## config.mk

```make
export PLATFORM = sky130hd
export DESIGN_NAME = matrix_buffer
export DESIGN_NICKNAME = d
export VERILOG_FILES = /design/src/design/gemm_pkg.sv /design/src/design/matrix_buffer.sv
export VERILOG_INCLUDE_DIRS = /design/src /design/src/design
export SDC_FILE = /design/constraint.sdc
export NUM_CORES = 1
export LEC_CHECK = 0
export BUFFER_PORTS_ARGS = -buffer_cell sky130_fd_sc_hd__buf_2
export CAP_MARGIN = 25
export CELL_PAD_IN_SITES_DETAIL_PLACEMENT = 1
export CELL_PAD_IN_SITES_GLOBAL_PLACEMENT = 1
export CORE_MARGIN = 2
export CORE_UTILIZATION = 40
export DETAILED_ROUTE_END_ITERATION = 12
export GPL_TIMING_DRIVEN = 0
export PLACE_DENSITY_LB_ADDON = 0.1
export SLEW_MARGIN = 25
export SYNTH_ARGS = -nofsm -noshare
export SYNTH_HDL_FRONTEND = slang
export SYNTH_SLANG_ARGS = --single-unit
```

## constraint.sdc

```tcl
create_clock -name clk -period 11.13 [get_ports clk]
set_clock_uncertainty 0.1 [all_clocks]
set_input_delay 1.113 -clock clk [delete_from_list [all_inputs] [get_ports clk]]
set_output_delay 1.113 -clock clk [all_outputs]
set_load 0.005 [all_outputs]
```

## src/design/gemm_params.svh

```systemverilog
/* sizing macros for the gemm accelerator tile
   element width, array dimension, buffer depth, burst length */

`ifndef GEMM_PARAMS_SVH
`define GEMM_PARAMS_SVH

// element and axi data width
`define GEMM_DW        32
// matrix dimension, rows and columns
`define GEMM_SA        4
// row address width of each operand buffer
`define GEMM_BUF_AW    2
// beats per matrix, one element per beat
`define GEMM_BURST_LEN 16
// full product plus one guard bit
`define GEMM_ACC_W     65

`endif

```

## src/design/gemm_pkg.sv

```systemverilog
/* shared types of the gemm accelerator
   element, buffer row, accumulator array, axi channel structs */

`include "gemm_params.svh"

package gemm_pkg;

    typedef logic signed [`GEMM_DW-1:0] elem_t;
    // element 0 (first beat) in the top word
    typedef logic [`GEMM_SA*`GEMM_DW-1:0] row_t;
    typedef logic signed [`GEMM_ACC_W-1:0] acc_t;
    // [row][col]
    typedef acc_t [`GEMM_SA-1:0][`GEMM_SA-1:0] acc_array_t;

    typedef struct packed {
        logic        arvalid;
        logic        arid;
        logic [31:0] araddr;
        logic [7:0]  arlen;
        logic [2:0]  arsize;
        logic [1:0]  arburst;
    } axi_ar_t;

    typedef struct packed {
        logic        awvalid;
        logic        awid;
        logic [31:0] awaddr;
        logic [7:0]  awlen;
        logic [2:0]  awsize;
        logic [1:0]  awburst;
    } axi_aw_t;

    typedef struct packed {
        logic                   wvalid;
        logic [`GEMM_DW-1:0]    wdata;
        logic [`GEMM_DW/8-1:0]  wstrb;
        logic                   wlast;
    } axi_w_t;

    typedef struct packed {
        logic                rvalid;
        logic                rid;
        logic [`GEMM_DW-1:0] rdata;
        logic                rlast;
    } axi_r_t;

    typedef struct packed {
        logic       bvalid;
        logic [1:0] bresp;
    } axi_b_t;

    // accelerator to memory
    typedef struct packed {
        axi_ar_t ar;
        axi_aw_t aw;
        axi_w_t  w;
        logic    rready;
        logic    bready;
    } axi_req_t;

    // memory to accelerator
    typedef struct packed {
        axi_r_t r;
        axi_b_t b;
        logic   arready;
        logic   awready;
        logic   wready;
    } axi_rsp_t;

endpackage

```

## src/design/matrix_buffer.sv

```systemverilog
/* operand row memory, one write port and one registered read port
   holds one 4x4 matrix as four 128-bit rows */

`timescale 1ns/1ps
`include "gemm_params.svh"

module matrix_buffer (
    input  logic                    clk,
    input  logic                    we_i,
    input  logic [`GEMM_BUF_AW-1:0] waddr_i,
    input  gemm_pkg::row_t          wdata_i,
    input  logic [`GEMM_BUF_AW-1:0] raddr_i,
    output gemm_pkg::row_t          rdata_o
);

    // row storage
    gemm_pkg::row_t mem_q [2**`GEMM_BUF_AW];

    always_ff @(posedge clk) begin
        if (we_i) begin
            mem_q[waddr_i] <= wdata_i;
        end
    end

    // one cycle read latency
    always_ff @(posedge clk) begin
        rdata_o <= mem_q[raddr_i];
    end

endmodule

```

==> summary.txt <==
Synth
  – Sequential share of the synthesized area: 84.7%
  – Top-area cell type share of the netlist area: 72.6%
  – Area contributors post-synth: edfxtp_1 (73%), mux4_2 (14%), dfxtp_1 (12%)
  – Synth warnings: 0
  – Synth Area per Inst: 26.5 sq um
  – Yosys reg bits: 640
  – Synthesized instance count: 800
  – Cell taking the most area after synthesis: edfxtp_1
  – Synthesized Nets: 934
  – Yosys cell types: 10
  – Syn Std Cell Area: 0.0212 sq mm

Die
  – Die H: 234 um
  – Initial Util: 40.4%
  – Core ar.: 0.0524 sq mm
  – Placement row count: 84
  – Die area: 0.0548 sq mm
  – Die width: 234 um
  – I/O pin total: 262

CTS
  – H-tree lvl count: 3
  – CTS tree: yes
  – CTS root buffer: clkbuf_16
  – Worst-path clk slew: 60 ps
  – Number of gates resized after CTS: 0
  – Setup bufs post-CTS: 0
  – Total CTS buffers: 70
  – Clk_lat worst skew: 580 ps
  – # hold bufs at CTS: 0
  – Maximum clock insertion buffer count: 3
  – CTS sink cnt: 640

Worst setup path
  – CP max stage delay: 460 ps
  – Worst Setup SP: waddr_i[1]
  – Crit path depth: 8
  – Critical path arrival: 2820 ps
  – R2R Setup Slk: 10,040 ps
  – Reg-to-reg startpoint: mem_q[3][27]$_DFFE_PP_
  – Slowest cell on crit path: nor3b_4
  – Crit path to: mem_q[0][71]$_DFFE_PP_
  – WP data required: 11,310 ps
  – Reg2Reg Depth: 1
  – Worst setup EP type: register
  – Most used cell, CP: buf_6
  – Reg-to-Reg End: rdata_o[27]$_DFF_P_
  – CP Cell Sequence: buf_2, nor3b_4, buf_6, buf_6, buf_6, buf_6, buf_8, buf_6
  – CP Max Fanout: 11
  – Buf/Inv on CP: 7
  – Setup Crit Path Kind: in2reg
  – Family with the most delay on the worst path: buffers and inverters
  – CP Launch Type: input port

Timing
  – Final setup margin: 8490 ps
  – Tcrit/Tclk final: 23.7%
  – Final Hold Fails: 0
  – Worst rel slew slack: 67.4%
  – Highest clock rate: 379 MHz
  – Worst slew pin tran: 489 ps
  – RSZ-0062 raised after global routing: no
  – Post-layout min period: 2640 ps
  – Max Slew Vio Count: 0
  – Final setup vio count: 0

Pwr
  – Total Power: 5220 uW
  – Peak supply drop: 141 uV
  – Leak Pwr: 0.00908 uW
  – Power per cell area: 201 mW/mm^2

Placement
  – Placed insts: 1,773
  – Setup WS pre-CTS: 7850 ps
  – RePlAce Congestion: 0.687
  – Port buffer count: 259
  – Post-DP HPWL: 27.2 mm
  – Placed cell area: 0.0238 sq mm

Final layout
  – Final Util: 49.5%
  – Area growth from synthesis to layout: 22.7%
  – Post-layout instance area: 0.0260 sq mm
  – Nets: 1,291
  – Commonest non-fill, non-tap cell in the layout: edfxtp_1
  – Fraction of layout cells with a size suffix above 1: 44.6%
  – Inserted Diodes: 0
  – Most frequent cells in the layout: edfxtp_1 (512), buf_2 (272), mux4_2 (128), dfxtp_1 (128), clkbuf_16 (74)
  – Cell Count, Final, Fillers Out: 1,902

Drt
  – Post-route ant nets: 0
  – Routed vias: 9,199
  – Vias per cell: 4.84
  – Drt wl/cell: 22.7 um
  – DRT iter0 DRCs: 415
  – Drt first pass iters: 4
  – Residual DRC: 0
  – Final WL: 43.1 mm

Global routing
  – Vias in the first global route: 10.2k
  – Largest net degree at the start of global routing: 37
  – First-pass GRT wire length: 64.1 mm
  – Overflow after GRT: 0
  – GRT Resource Usage Total: 16.1%
  – Initial antenna violation count: 10

Worst hold path
  – Hold Path Class: reg2reg
  – Hold path cells: 1

Run status
  – Outcome: completed

Run
  – Max-cap viol count: 0
==> cells in the mapped netlist <==
cell	count
and3b_1	2
dfxtp_1	128
buf_12	10
nor3b_1	1
and3_1	1
buf_6	4
edfxtp_1	512
clkbuf_1	1
mux4_2	128
buf_2	13
==> flip-flops by register name, indices dropped and copies added (netlist names) <==
signal   cells
rdata_o    128
mem_q      512
==> worst min-delay path by stage <==
stage	startpoint	end	slack, ps
6_report	mem_q[2][56]$_DFFE_PP_	rdata_o[56]$_DFF_P_	440
5_1_grt	mem_q[2][38]$_DFFE_PP_	rdata_o[38]$_DFF_P_	450
4_1_cts	mem_q[0][66]$_DFFE_PP_	rdata_o[66]$_DFF_P_	440
3_5_place_dp	mem_q[2][55]$_DFFE_PP_	rdata_o[55]$_DFF_P_	440
3_3_place_gp	mem_q[2][7]$_DFFE_PP_	rdata_o[7]$_DFF_P_	440
2_1_floorplan	mem_q[2][0]$_DFFE_PP_	rdata_o[0]$_DFF_P_	430
==> area by class of cell <==
type | count | area, sq um
fillers | 4700 | 26500
flip-flops and latches | 640 | 17900
multi-input cells | 132 | 2940
clock buffers | 102 | 1990
repair buffers | 285 | 1740
well taps | 688 | 861
plain buffers | 28 | 315
clock inverters | 27 | 196
==> kinds of logic (layout without fill, tap and decap cells) <==
| family | Yosys count | count (layout) | synth area share (%) |
|---|---|---|---|
| multiplexers | 128 | 128 | 13.6 |
| AND/OR/NAND/NOR | 4 | 4 | 0.148 |
| flip-flops | 640 | 640 | 84.7 |
| buffers and inverters | 28 | 442 | 1.48 |
==> report_power, final <==
part           total [uW]  internal [uW]  switching [uW]
clock                2190           1290             899
combinational         270            136             134
sequential           2760           2730            33.7
==> per-stage QoR <==
stage	setup TNS (ps)	hold WS [ps]
6_report	0	442
5_1_grt	0	454
4_1_cts	0	439
3_5_place_dp	0	441
3_3_place_gp	-70690	435
2_1_floorplan	0	432
==> per-layer routing <==
layer,global-route usage [%],up-vias,part of all wire [%]
met2,26.1,224,49
met4,5.50,16,2.1
li1,-,4083,-
met5,0,-,0.24
met1,20.5,4788,42
met3,5.12,88,6.9
Power figures use the tool's default switching activity.
