<file path="config.mk">
export PLATFORM = sky130hd
export DESIGN_NAME = dma_engine
export DESIGN_NICKNAME = d
export VERILOG_FILES = /design/src/design/gemm_pkg.sv /design/src/design/dma_engine.sv
export VERILOG_INCLUDE_DIRS = /design/src /design/src/design
export SDC_FILE = /design/constraint.sdc
export NUM_CORES = 1
export LEC_CHECK = 0
export ABC_AREA = 1
export BUFFER_PORTS_ARGS = -buffer_cell sky130_fd_sc_hd__clkbuf_2
export CAP_MARGIN = 20
export CORE_AREA = 2 2 618 620
export CTS_CLUSTER_DIAMETER = 100
export CTS_CLUSTER_SIZE = 25
export DETAILED_ROUTE_END_ITERATION = 10
export DIE_AREA = 0 0 620 622
export PLACE_DENSITY = 0.3
export SLEW_MARGIN = 5
export SYNTH_ARGS = -nofsm -noshare
export SYNTH_HDL_FRONTEND = slang
export SYNTH_SLANG_ARGS = --single-unit
</file>
<file path="constraint.sdc">
create_clock -name clk -period 5.8 [get_ports clk]
set_input_delay 0.29 -clock clk [delete_from_list [all_inputs] [get_ports clk]]
set_output_delay 0.29 -clock clk [all_outputs]
set_load 0.02 [all_outputs]
</file>
<file path="src/design/gemm_params.svh">
/* sizing macros for the gemm accelerator tile
   element width, array dimension, buffer depth, burst length */

`ifndef GEMM_PARAMS_SVH
`define GEMM_PARAMS_SVH

// element and axi data width
`define GEMM_DW        32
// matrix dimension, rows and columns
`define GEMM_SA        4
// row address width of each operand buffer
`define GEMM_BUF_AW    2
// beats per matrix, one element per beat
`define GEMM_BURST_LEN 16
// full product plus one guard bit
`define GEMM_ACC_W     65

`endif

</file>
<file path="src/design/gemm_pkg.sv">
/* shared types of the gemm accelerator
   element, buffer row, accumulator array, axi channel structs */

`include "gemm_params.svh"

package gemm_pkg;

    typedef logic signed [`GEMM_DW-1:0] elem_t;
    // element 0 (first beat) in the top word
    typedef logic [`GEMM_SA*`GEMM_DW-1:0] row_t;
    typedef logic signed [`GEMM_ACC_W-1:0] acc_t;
    // [row][col]
    typedef acc_t [`GEMM_SA-1:0][`GEMM_SA-1:0] acc_array_t;

    typedef struct packed {
        logic        arvalid;
        logic        arid;
        logic [31:0] araddr;
        logic [7:0]  arlen;
        logic [2:0]  arsize;
        logic [1:0]  arburst;
    } axi_ar_t;

    typedef struct packed {
        logic        awvalid;
        logic        awid;
        logic [31:0] awaddr;
        logic [7:0]  awlen;
        logic [2:0]  awsize;
        logic [1:0]  awburst;
    } axi_aw_t;

    typedef struct packed {
        logic                   wvalid;
        logic [`GEMM_DW-1:0]    wdata;
        logic [`GEMM_DW/8-1:0]  wstrb;
        logic                   wlast;
    } axi_w_t;

    typedef struct packed {
        logic                rvalid;
        logic                rid;
        logic [`GEMM_DW-1:0] rdata;
        logic                rlast;
    } axi_r_t;

    typedef struct packed {
        logic       bvalid;
        logic [1:0] bresp;
    } axi_b_t;

    // accelerator to memory
    typedef struct packed {
        axi_ar_t ar;
        axi_aw_t aw;
        axi_w_t  w;
        logic    rready;
        logic    bready;
    } axi_req_t;

    // memory to accelerator
    typedef struct packed {
        axi_r_t r;
        axi_b_t b;
        logic   arready;
        logic   awready;
        logic   wready;
    } axi_rsp_t;

endpackage

</file>
<file path="src/design/dma_engine.sv">
/* dma engine of the gemm tile
   reads A and B over axi into the buffers, starts the multiply,
   writes the 16 result words back as one burst */

`timescale 1ns/1ps
`include "gemm_params.svh"

module dma_engine (
    input  logic                    clk,
    input  logic                    rst_n,
    input  logic                    start_i,
    input  logic [31:0]             mat_a_addr_i,
    input  logic [31:0]             mat_b_addr_i,
    input  logic [31:0]             mat_c_addr_i,
    output logic                    done_o,
    output gemm_pkg::axi_req_t      axi_req_o,
    input  gemm_pkg::axi_rsp_t      axi_rsp_i,
    output logic                    buf_a_we_o,
    output logic [`GEMM_BUF_AW-1:0] buf_a_waddr_o,
    output gemm_pkg::row_t          buf_a_wdata_o,
    output logic                    buf_b_we_o,
    output logic [`GEMM_BUF_AW-1:0] buf_b_waddr_o,
    output gemm_pkg::row_t          buf_b_wdata_o,
    output logic                    mm_start_o,
    input  logic                    mm_done_i,
    input  gemm_pkg::acc_array_t    accum_i
);

    localparam int BEAT_W = $clog2(`GEMM_BURST_LEN);
    localparam int COL_W  = $clog2(`GEMM_SA);
    localparam int ROW_CW = `GEMM_BUF_AW + 1;
    localparam int SHIFT_W = (`GEMM_SA - 1) * `GEMM_DW;

    typedef enum logic [2:0] {
        S_IDLE,
        S_ADDR_A,
        S_ADDR_B,
        S_LOAD,
        S_WAIT_MM,
        S_ADDR_C,
        S_WRITE_C
    } state_t;

    state_t                  state_q;
    // job addresses, latched at start
    logic [31:0]             a_base_q;
    logic [31:0]             b_base_q;
    logic [31:0]             c_base_q;
    // row assembly, one per read id
    gemm_pkg::row_t          row_a_q;
    gemm_pkg::row_t          row_b_q;
    logic [COL_W-1:0]        beat_a_q;
    logic [COL_W-1:0]        beat_b_q;
    logic [ROW_CW-1:0]       rows_a_q;
    logic [ROW_CW-1:0]       rows_b_q;
    logic                    we_a_q;
    logic                    we_b_q;
    // result burst
    logic [BEAT_W-1:0]       wbeat_q;
    logic                    w_done_q;
    logic                    r_hs_a;
    logic                    r_hs_b;
    logic                    w_hs;
    logic                    loaded;

    // rready is high exactly in load, so a valid beat there is a handshake
    assign r_hs_a = (state_q == S_LOAD) && axi_rsp_i.r.rvalid && !axi_rsp_i.r.rid;
    assign r_hs_b = (state_q == S_LOAD) && axi_rsp_i.r.rvalid && axi_rsp_i.r.rid;
    assign w_hs   = axi_req_o.w.wvalid && axi_rsp_i.wready;
    assign loaded = (rows_a_q == ROW_CW'(`GEMM_SA)) && (rows_b_q == ROW_CW'(`GEMM_SA));

    // idle doubles as done
    assign done_o = (state_q == S_IDLE);

    always_comb begin
        axi_req_o = '0;
        // read address, A on id 0 then B on id 1
        axi_req_o.ar.arvalid = (state_q == S_ADDR_A) || (state_q == S_ADDR_B);
        axi_req_o.ar.arid    = (state_q == S_ADDR_B);
        axi_req_o.ar.araddr  = (state_q == S_ADDR_B) ? b_base_q : a_base_q;
        axi_req_o.ar.arlen   = 8'(`GEMM_BURST_LEN - 1);
        axi_req_o.ar.arsize  = 3'($clog2(`GEMM_DW / 8));
        // incr
        axi_req_o.ar.arburst = 2'b01;
        // write address for C
        axi_req_o.aw.awvalid = (state_q == S_ADDR_C);
        axi_req_o.aw.awid    = 1'b0;
        axi_req_o.aw.awaddr  = c_base_q;
        axi_req_o.aw.awlen   = 8'(`GEMM_BURST_LEN - 1);
        axi_req_o.aw.awsize  = 3'($clog2(`GEMM_DW / 8));
        axi_req_o.aw.awburst = 2'b01;
        // row-major walk over accum, low word only
        axi_req_o.w.wvalid = (state_q == S_WRITE_C) && !w_done_q;
        axi_req_o.w.wdata  = accum_i[wbeat_q[BEAT_W-1:COL_W]][wbeat_q[COL_W-1:0]][`GEMM_DW-1:0];
        axi_req_o.w.wstrb  = '1;
        axi_req_o.w.wlast  = (wbeat_q == BEAT_W'(`GEMM_BURST_LEN - 1));
        axi_req_o.rready   = (state_q == S_LOAD);
        axi_req_o.bready   = (state_q == S_WRITE_C);
    end

    // buffer write port, registered strobe one cycle after 4th beat
    assign buf_a_we_o    = we_a_q;
    assign buf_a_waddr_o = rows_a_q[`GEMM_BUF_AW-1:0];
    assign buf_a_wdata_o = row_a_q;
    assign buf_b_we_o    = we_b_q;
    assign buf_b_waddr_o = rows_b_q[`GEMM_BUF_AW-1:0];
    assign buf_b_wdata_o = row_b_q;

    // control state
    always_ff @(posedge clk) begin
        if (!rst_n) begin
            state_q    <= S_IDLE;
            beat_a_q   <= '0;
            beat_b_q   <= '0;
            rows_a_q   <= '0;
            rows_b_q   <= '0;
            we_a_q     <= 1'b0;
            we_b_q     <= 1'b0;
            wbeat_q    <= '0;
            w_done_q   <= 1'b0;
            mm_start_o <= 1'b0;
        end else begin
            we_a_q     <= r_hs_a && (beat_a_q == '1);
            we_b_q     <= r_hs_b && (beat_b_q == '1);
            mm_start_o <= 1'b0;
            if (r_hs_a) begin
                beat_a_q <= beat_a_q + 1'b1;
            end
            if (r_hs_b) begin
                beat_b_q <= beat_b_q + 1'b1;
            end
            // row address advances after each buffer write
            if (we_a_q) begin
                rows_a_q <= rows_a_q + 1'b1;
            end
            if (we_b_q) begin
                rows_b_q <= rows_b_q + 1'b1;
            end
            case (state_q)
                S_IDLE: begin
                    if (start_i) begin
                        beat_a_q <= '0;
                        beat_b_q <= '0;
                        rows_a_q <= '0;
                        rows_b_q <= '0;
                        state_q  <= S_ADDR_A;
                    end
                end
                S_ADDR_A: begin
                    if (axi_rsp_i.arready) begin
                        state_q <= S_ADDR_B;
                    end
                end
                S_ADDR_B: begin
                    if (axi_rsp_i.arready) begin
                        state_q <= S_LOAD;
                    end
                end
                S_LOAD: begin
                    // both buffers full
                    if (loaded) begin
                        mm_start_o <= 1'b1;
                        state_q    <= S_WAIT_MM;
                    end
                end
                S_WAIT_MM: begin
                    if (mm_done_i) begin
                        state_q <= S_ADDR_C;
                    end
                end
                S_ADDR_C: begin
                    if (axi_rsp_i.awready) begin
                        wbeat_q  <= '0;
                        w_done_q <= 1'b0;
                        state_q  <= S_WRITE_C;
                    end
                end
                S_WRITE_C: begin
                    if (w_hs) begin
                        wbeat_q <= wbeat_q + 1'b1;
                        if (axi_req_o.w.wlast) begin
                            w_done_q <= 1'b1;
                        end
                    end
                    // response code ignored
                    if (axi_rsp_i.b.bvalid) begin
                        state_q <= S_IDLE;
                    end
                end
                default: begin
                    state_q <= S_IDLE;
                end
            endcase
        end
    end

    // addresses and row data
    always_ff @(posedge clk) begin
        if ((state_q == S_IDLE) && start_i) begin
            a_base_q <= mat_a_addr_i;
            b_base_q <= mat_b_addr_i;
            c_base_q <= mat_c_addr_i;
        end
        // shift in at the bottom, first beat ends up on top
        if (r_hs_a) begin
            row_a_q <= {row_a_q[SHIFT_W-1:0], axi_rsp_i.r.rdata};
        end
        if (r_hs_b) begin
            row_b_q <= {row_b_q[SHIFT_W-1:0], axi_rsp_i.r.rdata};
        end
    end

endmodule

</file>
==> metrics.cfg <==
[finish]
fin_nets = 3917
stdcell_count = 7786
drive_gt1_share_pct = 41.41
syn_to_final_growth_pct = 78.58
design_area_um2 = 30530

[yosys]
syn-cell-area_um2 = 17100
synth_top_cell_by_area = edfxtp_1
synthCells = 1623
ys_top_cells_by_area = edfxtp_1 (62%), nor2_1 (8.0%), o21ai_0 (6.1%)
yosys_warnings = 0
seq_area_frac_synth_pct = 64.29
ys_seq_elements = 373
synth.distinct_cells = 30
synth_top_area_share_pct = 61.83
synth.avg_cell_area_um2 = 10.53

[detailed_routing]
drc = 0
detail_route.wl_per_cell_um = 21.51
totalWireLength_um = 167500
antenna_left = 0
drt-initial-drc-count = 849
drtPass1Iterations = 5
viasPerCell = 2.225
vias = 17320

[die]
die_area_um2 = 385600
dieWidth_um = 620
pin_count = 1579
rows = 226
start_util_pct = 4.518
core_um2 = 378300
chipHeight_um = 622

[pwr]
share_seq_of_total_power_pct = 46.3
vdd_drop_max_v = 0.0002314
comb_power_share_pct = 23.6
finalPower_w = 0.007149
swShare_pct = 35.04
leakagePower_nw = 10.97
clkPwrFrac_pct = 30.1
p_int_w = 0.004644
powerDensity_nw_per_um2 = 234.2
p_sw_w = 0.002505

[clock_network]
clock_latency_ns = 0.67
cts_buffers = 26
htreeDepth = 1
post-cts-setup-buffers = 0
clk_pin_slew_worst_paths_ns = 0.08
cts_tree = done
cts_root_buffer = clkbuf_16
cts_buffer_depth = 3
numClockSinks = 373

[sta]
fin_tns_setup_ns = 0
fmax_ghz = 0.2324
setup_viol = 0
slew_viol_final = 0
worst_clock_skew_ns = 0.05847
maxSlewHeadroom_pct = 17.89
tightest_slew_ns = 1.219
rsz0062_at_grt = no
min_period_over_period_pct = 74.20
finalHoldViolations = 0
finalCriticalPeriod_ns = 4.304

[placement]
portBuffers = 1016
gp_congestion = 0.8081
dp.cells = 7582
placed_area_um2 = 28170
dp_hpwl_um = 147500

[critical_path]
cp_slowest_cell = dfxtp_4
path_class = register to primary output
end_kind = primary output
critPathBufInv = 3
critPathMaxFanout = 71
cp-start-kind = register
cpLargestDelayFamily = buffers and inverters
crit_arrival_ns = 4.01
crit_required_ns = 5.51
crit_path_max_incr_delay_ns = 0.75
cp_cell_sequence = buf_4 -> buf_4 -> o21ai_0 -> o211ai_1 -> nand3_1 -> nand2_1 -> clkbuf_2
crit_top_cell = buf_4

[grt]
antenna_found_initial = 117
grt_pass1_vias = 17970
grt_usage_pct = 8.334
grt_max_degree = 113
grt_pass1_wl_um = 205200
grt_remaining_overflow = 0

[run]
cap_viol_max_count = 0

[run_status]
outcome = complete, no violations

[hold_path]
hold_class = input pin to register

==> metrics by stage <==
stage | hold slack (ns) | utilization, % | worst slack (ns)
after floorplan | 0.3889 | - | 0.5599
after global placement | 0.4314 | 7.430 | 1.763
after detailed placement | 0.4337 | 7.445 | 1.829
after CTS | 0.01149 | 8.051 | 1.003
after global routing | 0.06807 | 8.063 | 1.079
final | 0.1191 | 8.069 | 1.496
==> final timing paths <==
kind,cells past startpoint,end,slack (ns),from
setup / recovery,7,axi_req_o[32],1.50,wbeat_q[3]
hold reg to reg,0,buf_b_wdata_o[64],0.46,buf_b_wdata_o[32]
hold / removal,3,buf_b_we_o,0.12,axi_rsp_i[39]
setup reg to reg,5,buf_b_wdata_o[6],2.94,state_q[0]
==> worst register-to-register path, cell delays in order, from the launching register on <==
cell and delay [ns]:
dfxtp_1 0.49, nand2_1 0.14, nor2_4 0.26, nand3_1 0.32, inv_6 0.58, buf_4 0.69
==> sequential cells by signal, indices dropped and copies added (netlist names), 3 cells and up <==
name / flops
a_base_q: 32
buf_b_wdata_o: 128
c_base_q: 32
state_q: 3
rows_b_q: 3
buf_a_wdata_o: 128
rows_a_q: 3
wbeat_q: 4
b_base_q: 32
==> cell usage after synthesis, drive strengths merged <==
| cell type | n |
|---|---|
| xnor2 | 2 |
| nor2 | 369 |
| nor3 | 1 |
| ha | 7 |
| clkbuf | 49 |
| nand2 | 165 |
| xor2 | 4 |
| inv | 52 |
| buf | 99 |
| or2 | 1 |
| o211ai | 128 |
| nand3 | 75 |
| edfxtp | 352 |
| a21oi | 33 |
| conb | 2 |
| dfxtp | 21 |
| o21ai | 262 |
| o21bai | 1 |
==> area by class of cell <==
type                       instances  area [um2]
antenna                           27       67.56
clock buffer                      27       654.4
clock inverter                    15       286.5
fill                           44380      347800
inverter                          52       220.2
multi-input combinational       1079        5186
sequential                       373       11000
tap                             5016        6276
timing repair buffer            1197        6834
==> power groups by stage <==
stage	sequential (W)	combinational, W	clock, W
detailed placement	0.00338	0.00171	0
global placement	0.00338	0.00172	0
floorplan	0.00347	0.000593	0
finish	0.00331	0.00169	0.00215
global route	0.00333	0.00188	0.00236
CTS	0.00332	0.00182	0.00230
==> timing repair <==
action                    in CTS  in global routing
hold endpoints to repair     167                  0
gates resized for setup        0                  0
hold buffers                 135                  0
==> placed cells by master, fill, tap and decap left out, types with 7 or more instances in the layout <==
master,n
o21ai_0,196
clkbuf_16,26
dlygate4sd3_1,135
diode_2,27
o21ai_2,7
a21oi_1,33
nand3_1,72
edfxtp_1,352
ha_1,7
nor2_1,363
clkbuf_2,1016
buf_4,39
conb_1,31
inv_1,42
nand2_1,161
o21ai_1,59
dfxtp_1,17
o211ai_1,128
==> routing by layer <==
| metal | vias to the layer above | wire length [um] | GRT usage (%) |
|---|---|---|---|
| li1 | 7905 | - | - |
| met3 | 218 | 12060 | 2.519 |
| met5 | - | 161 | 0 |
| met1 | 8312 | 58300 | 8.280 |
| met4 | 26 | 4017 | 1.882 |
| met2 | 861 | 92910 | 16.59 |
==> cells by family after synthesis <==
family / after synthesis / synth area share (%)
flops: 373 / 64.29
other cells: 2 / 0.04393
xor+xnor: 6 / 0.3074
compound gates: 424 / 14.32
buf+inv: 200 / 6.185
fa+ha+maj: 7 / 0.5123
simple gates: 611 / 14.34
Power figures use the tool's default switching activity.
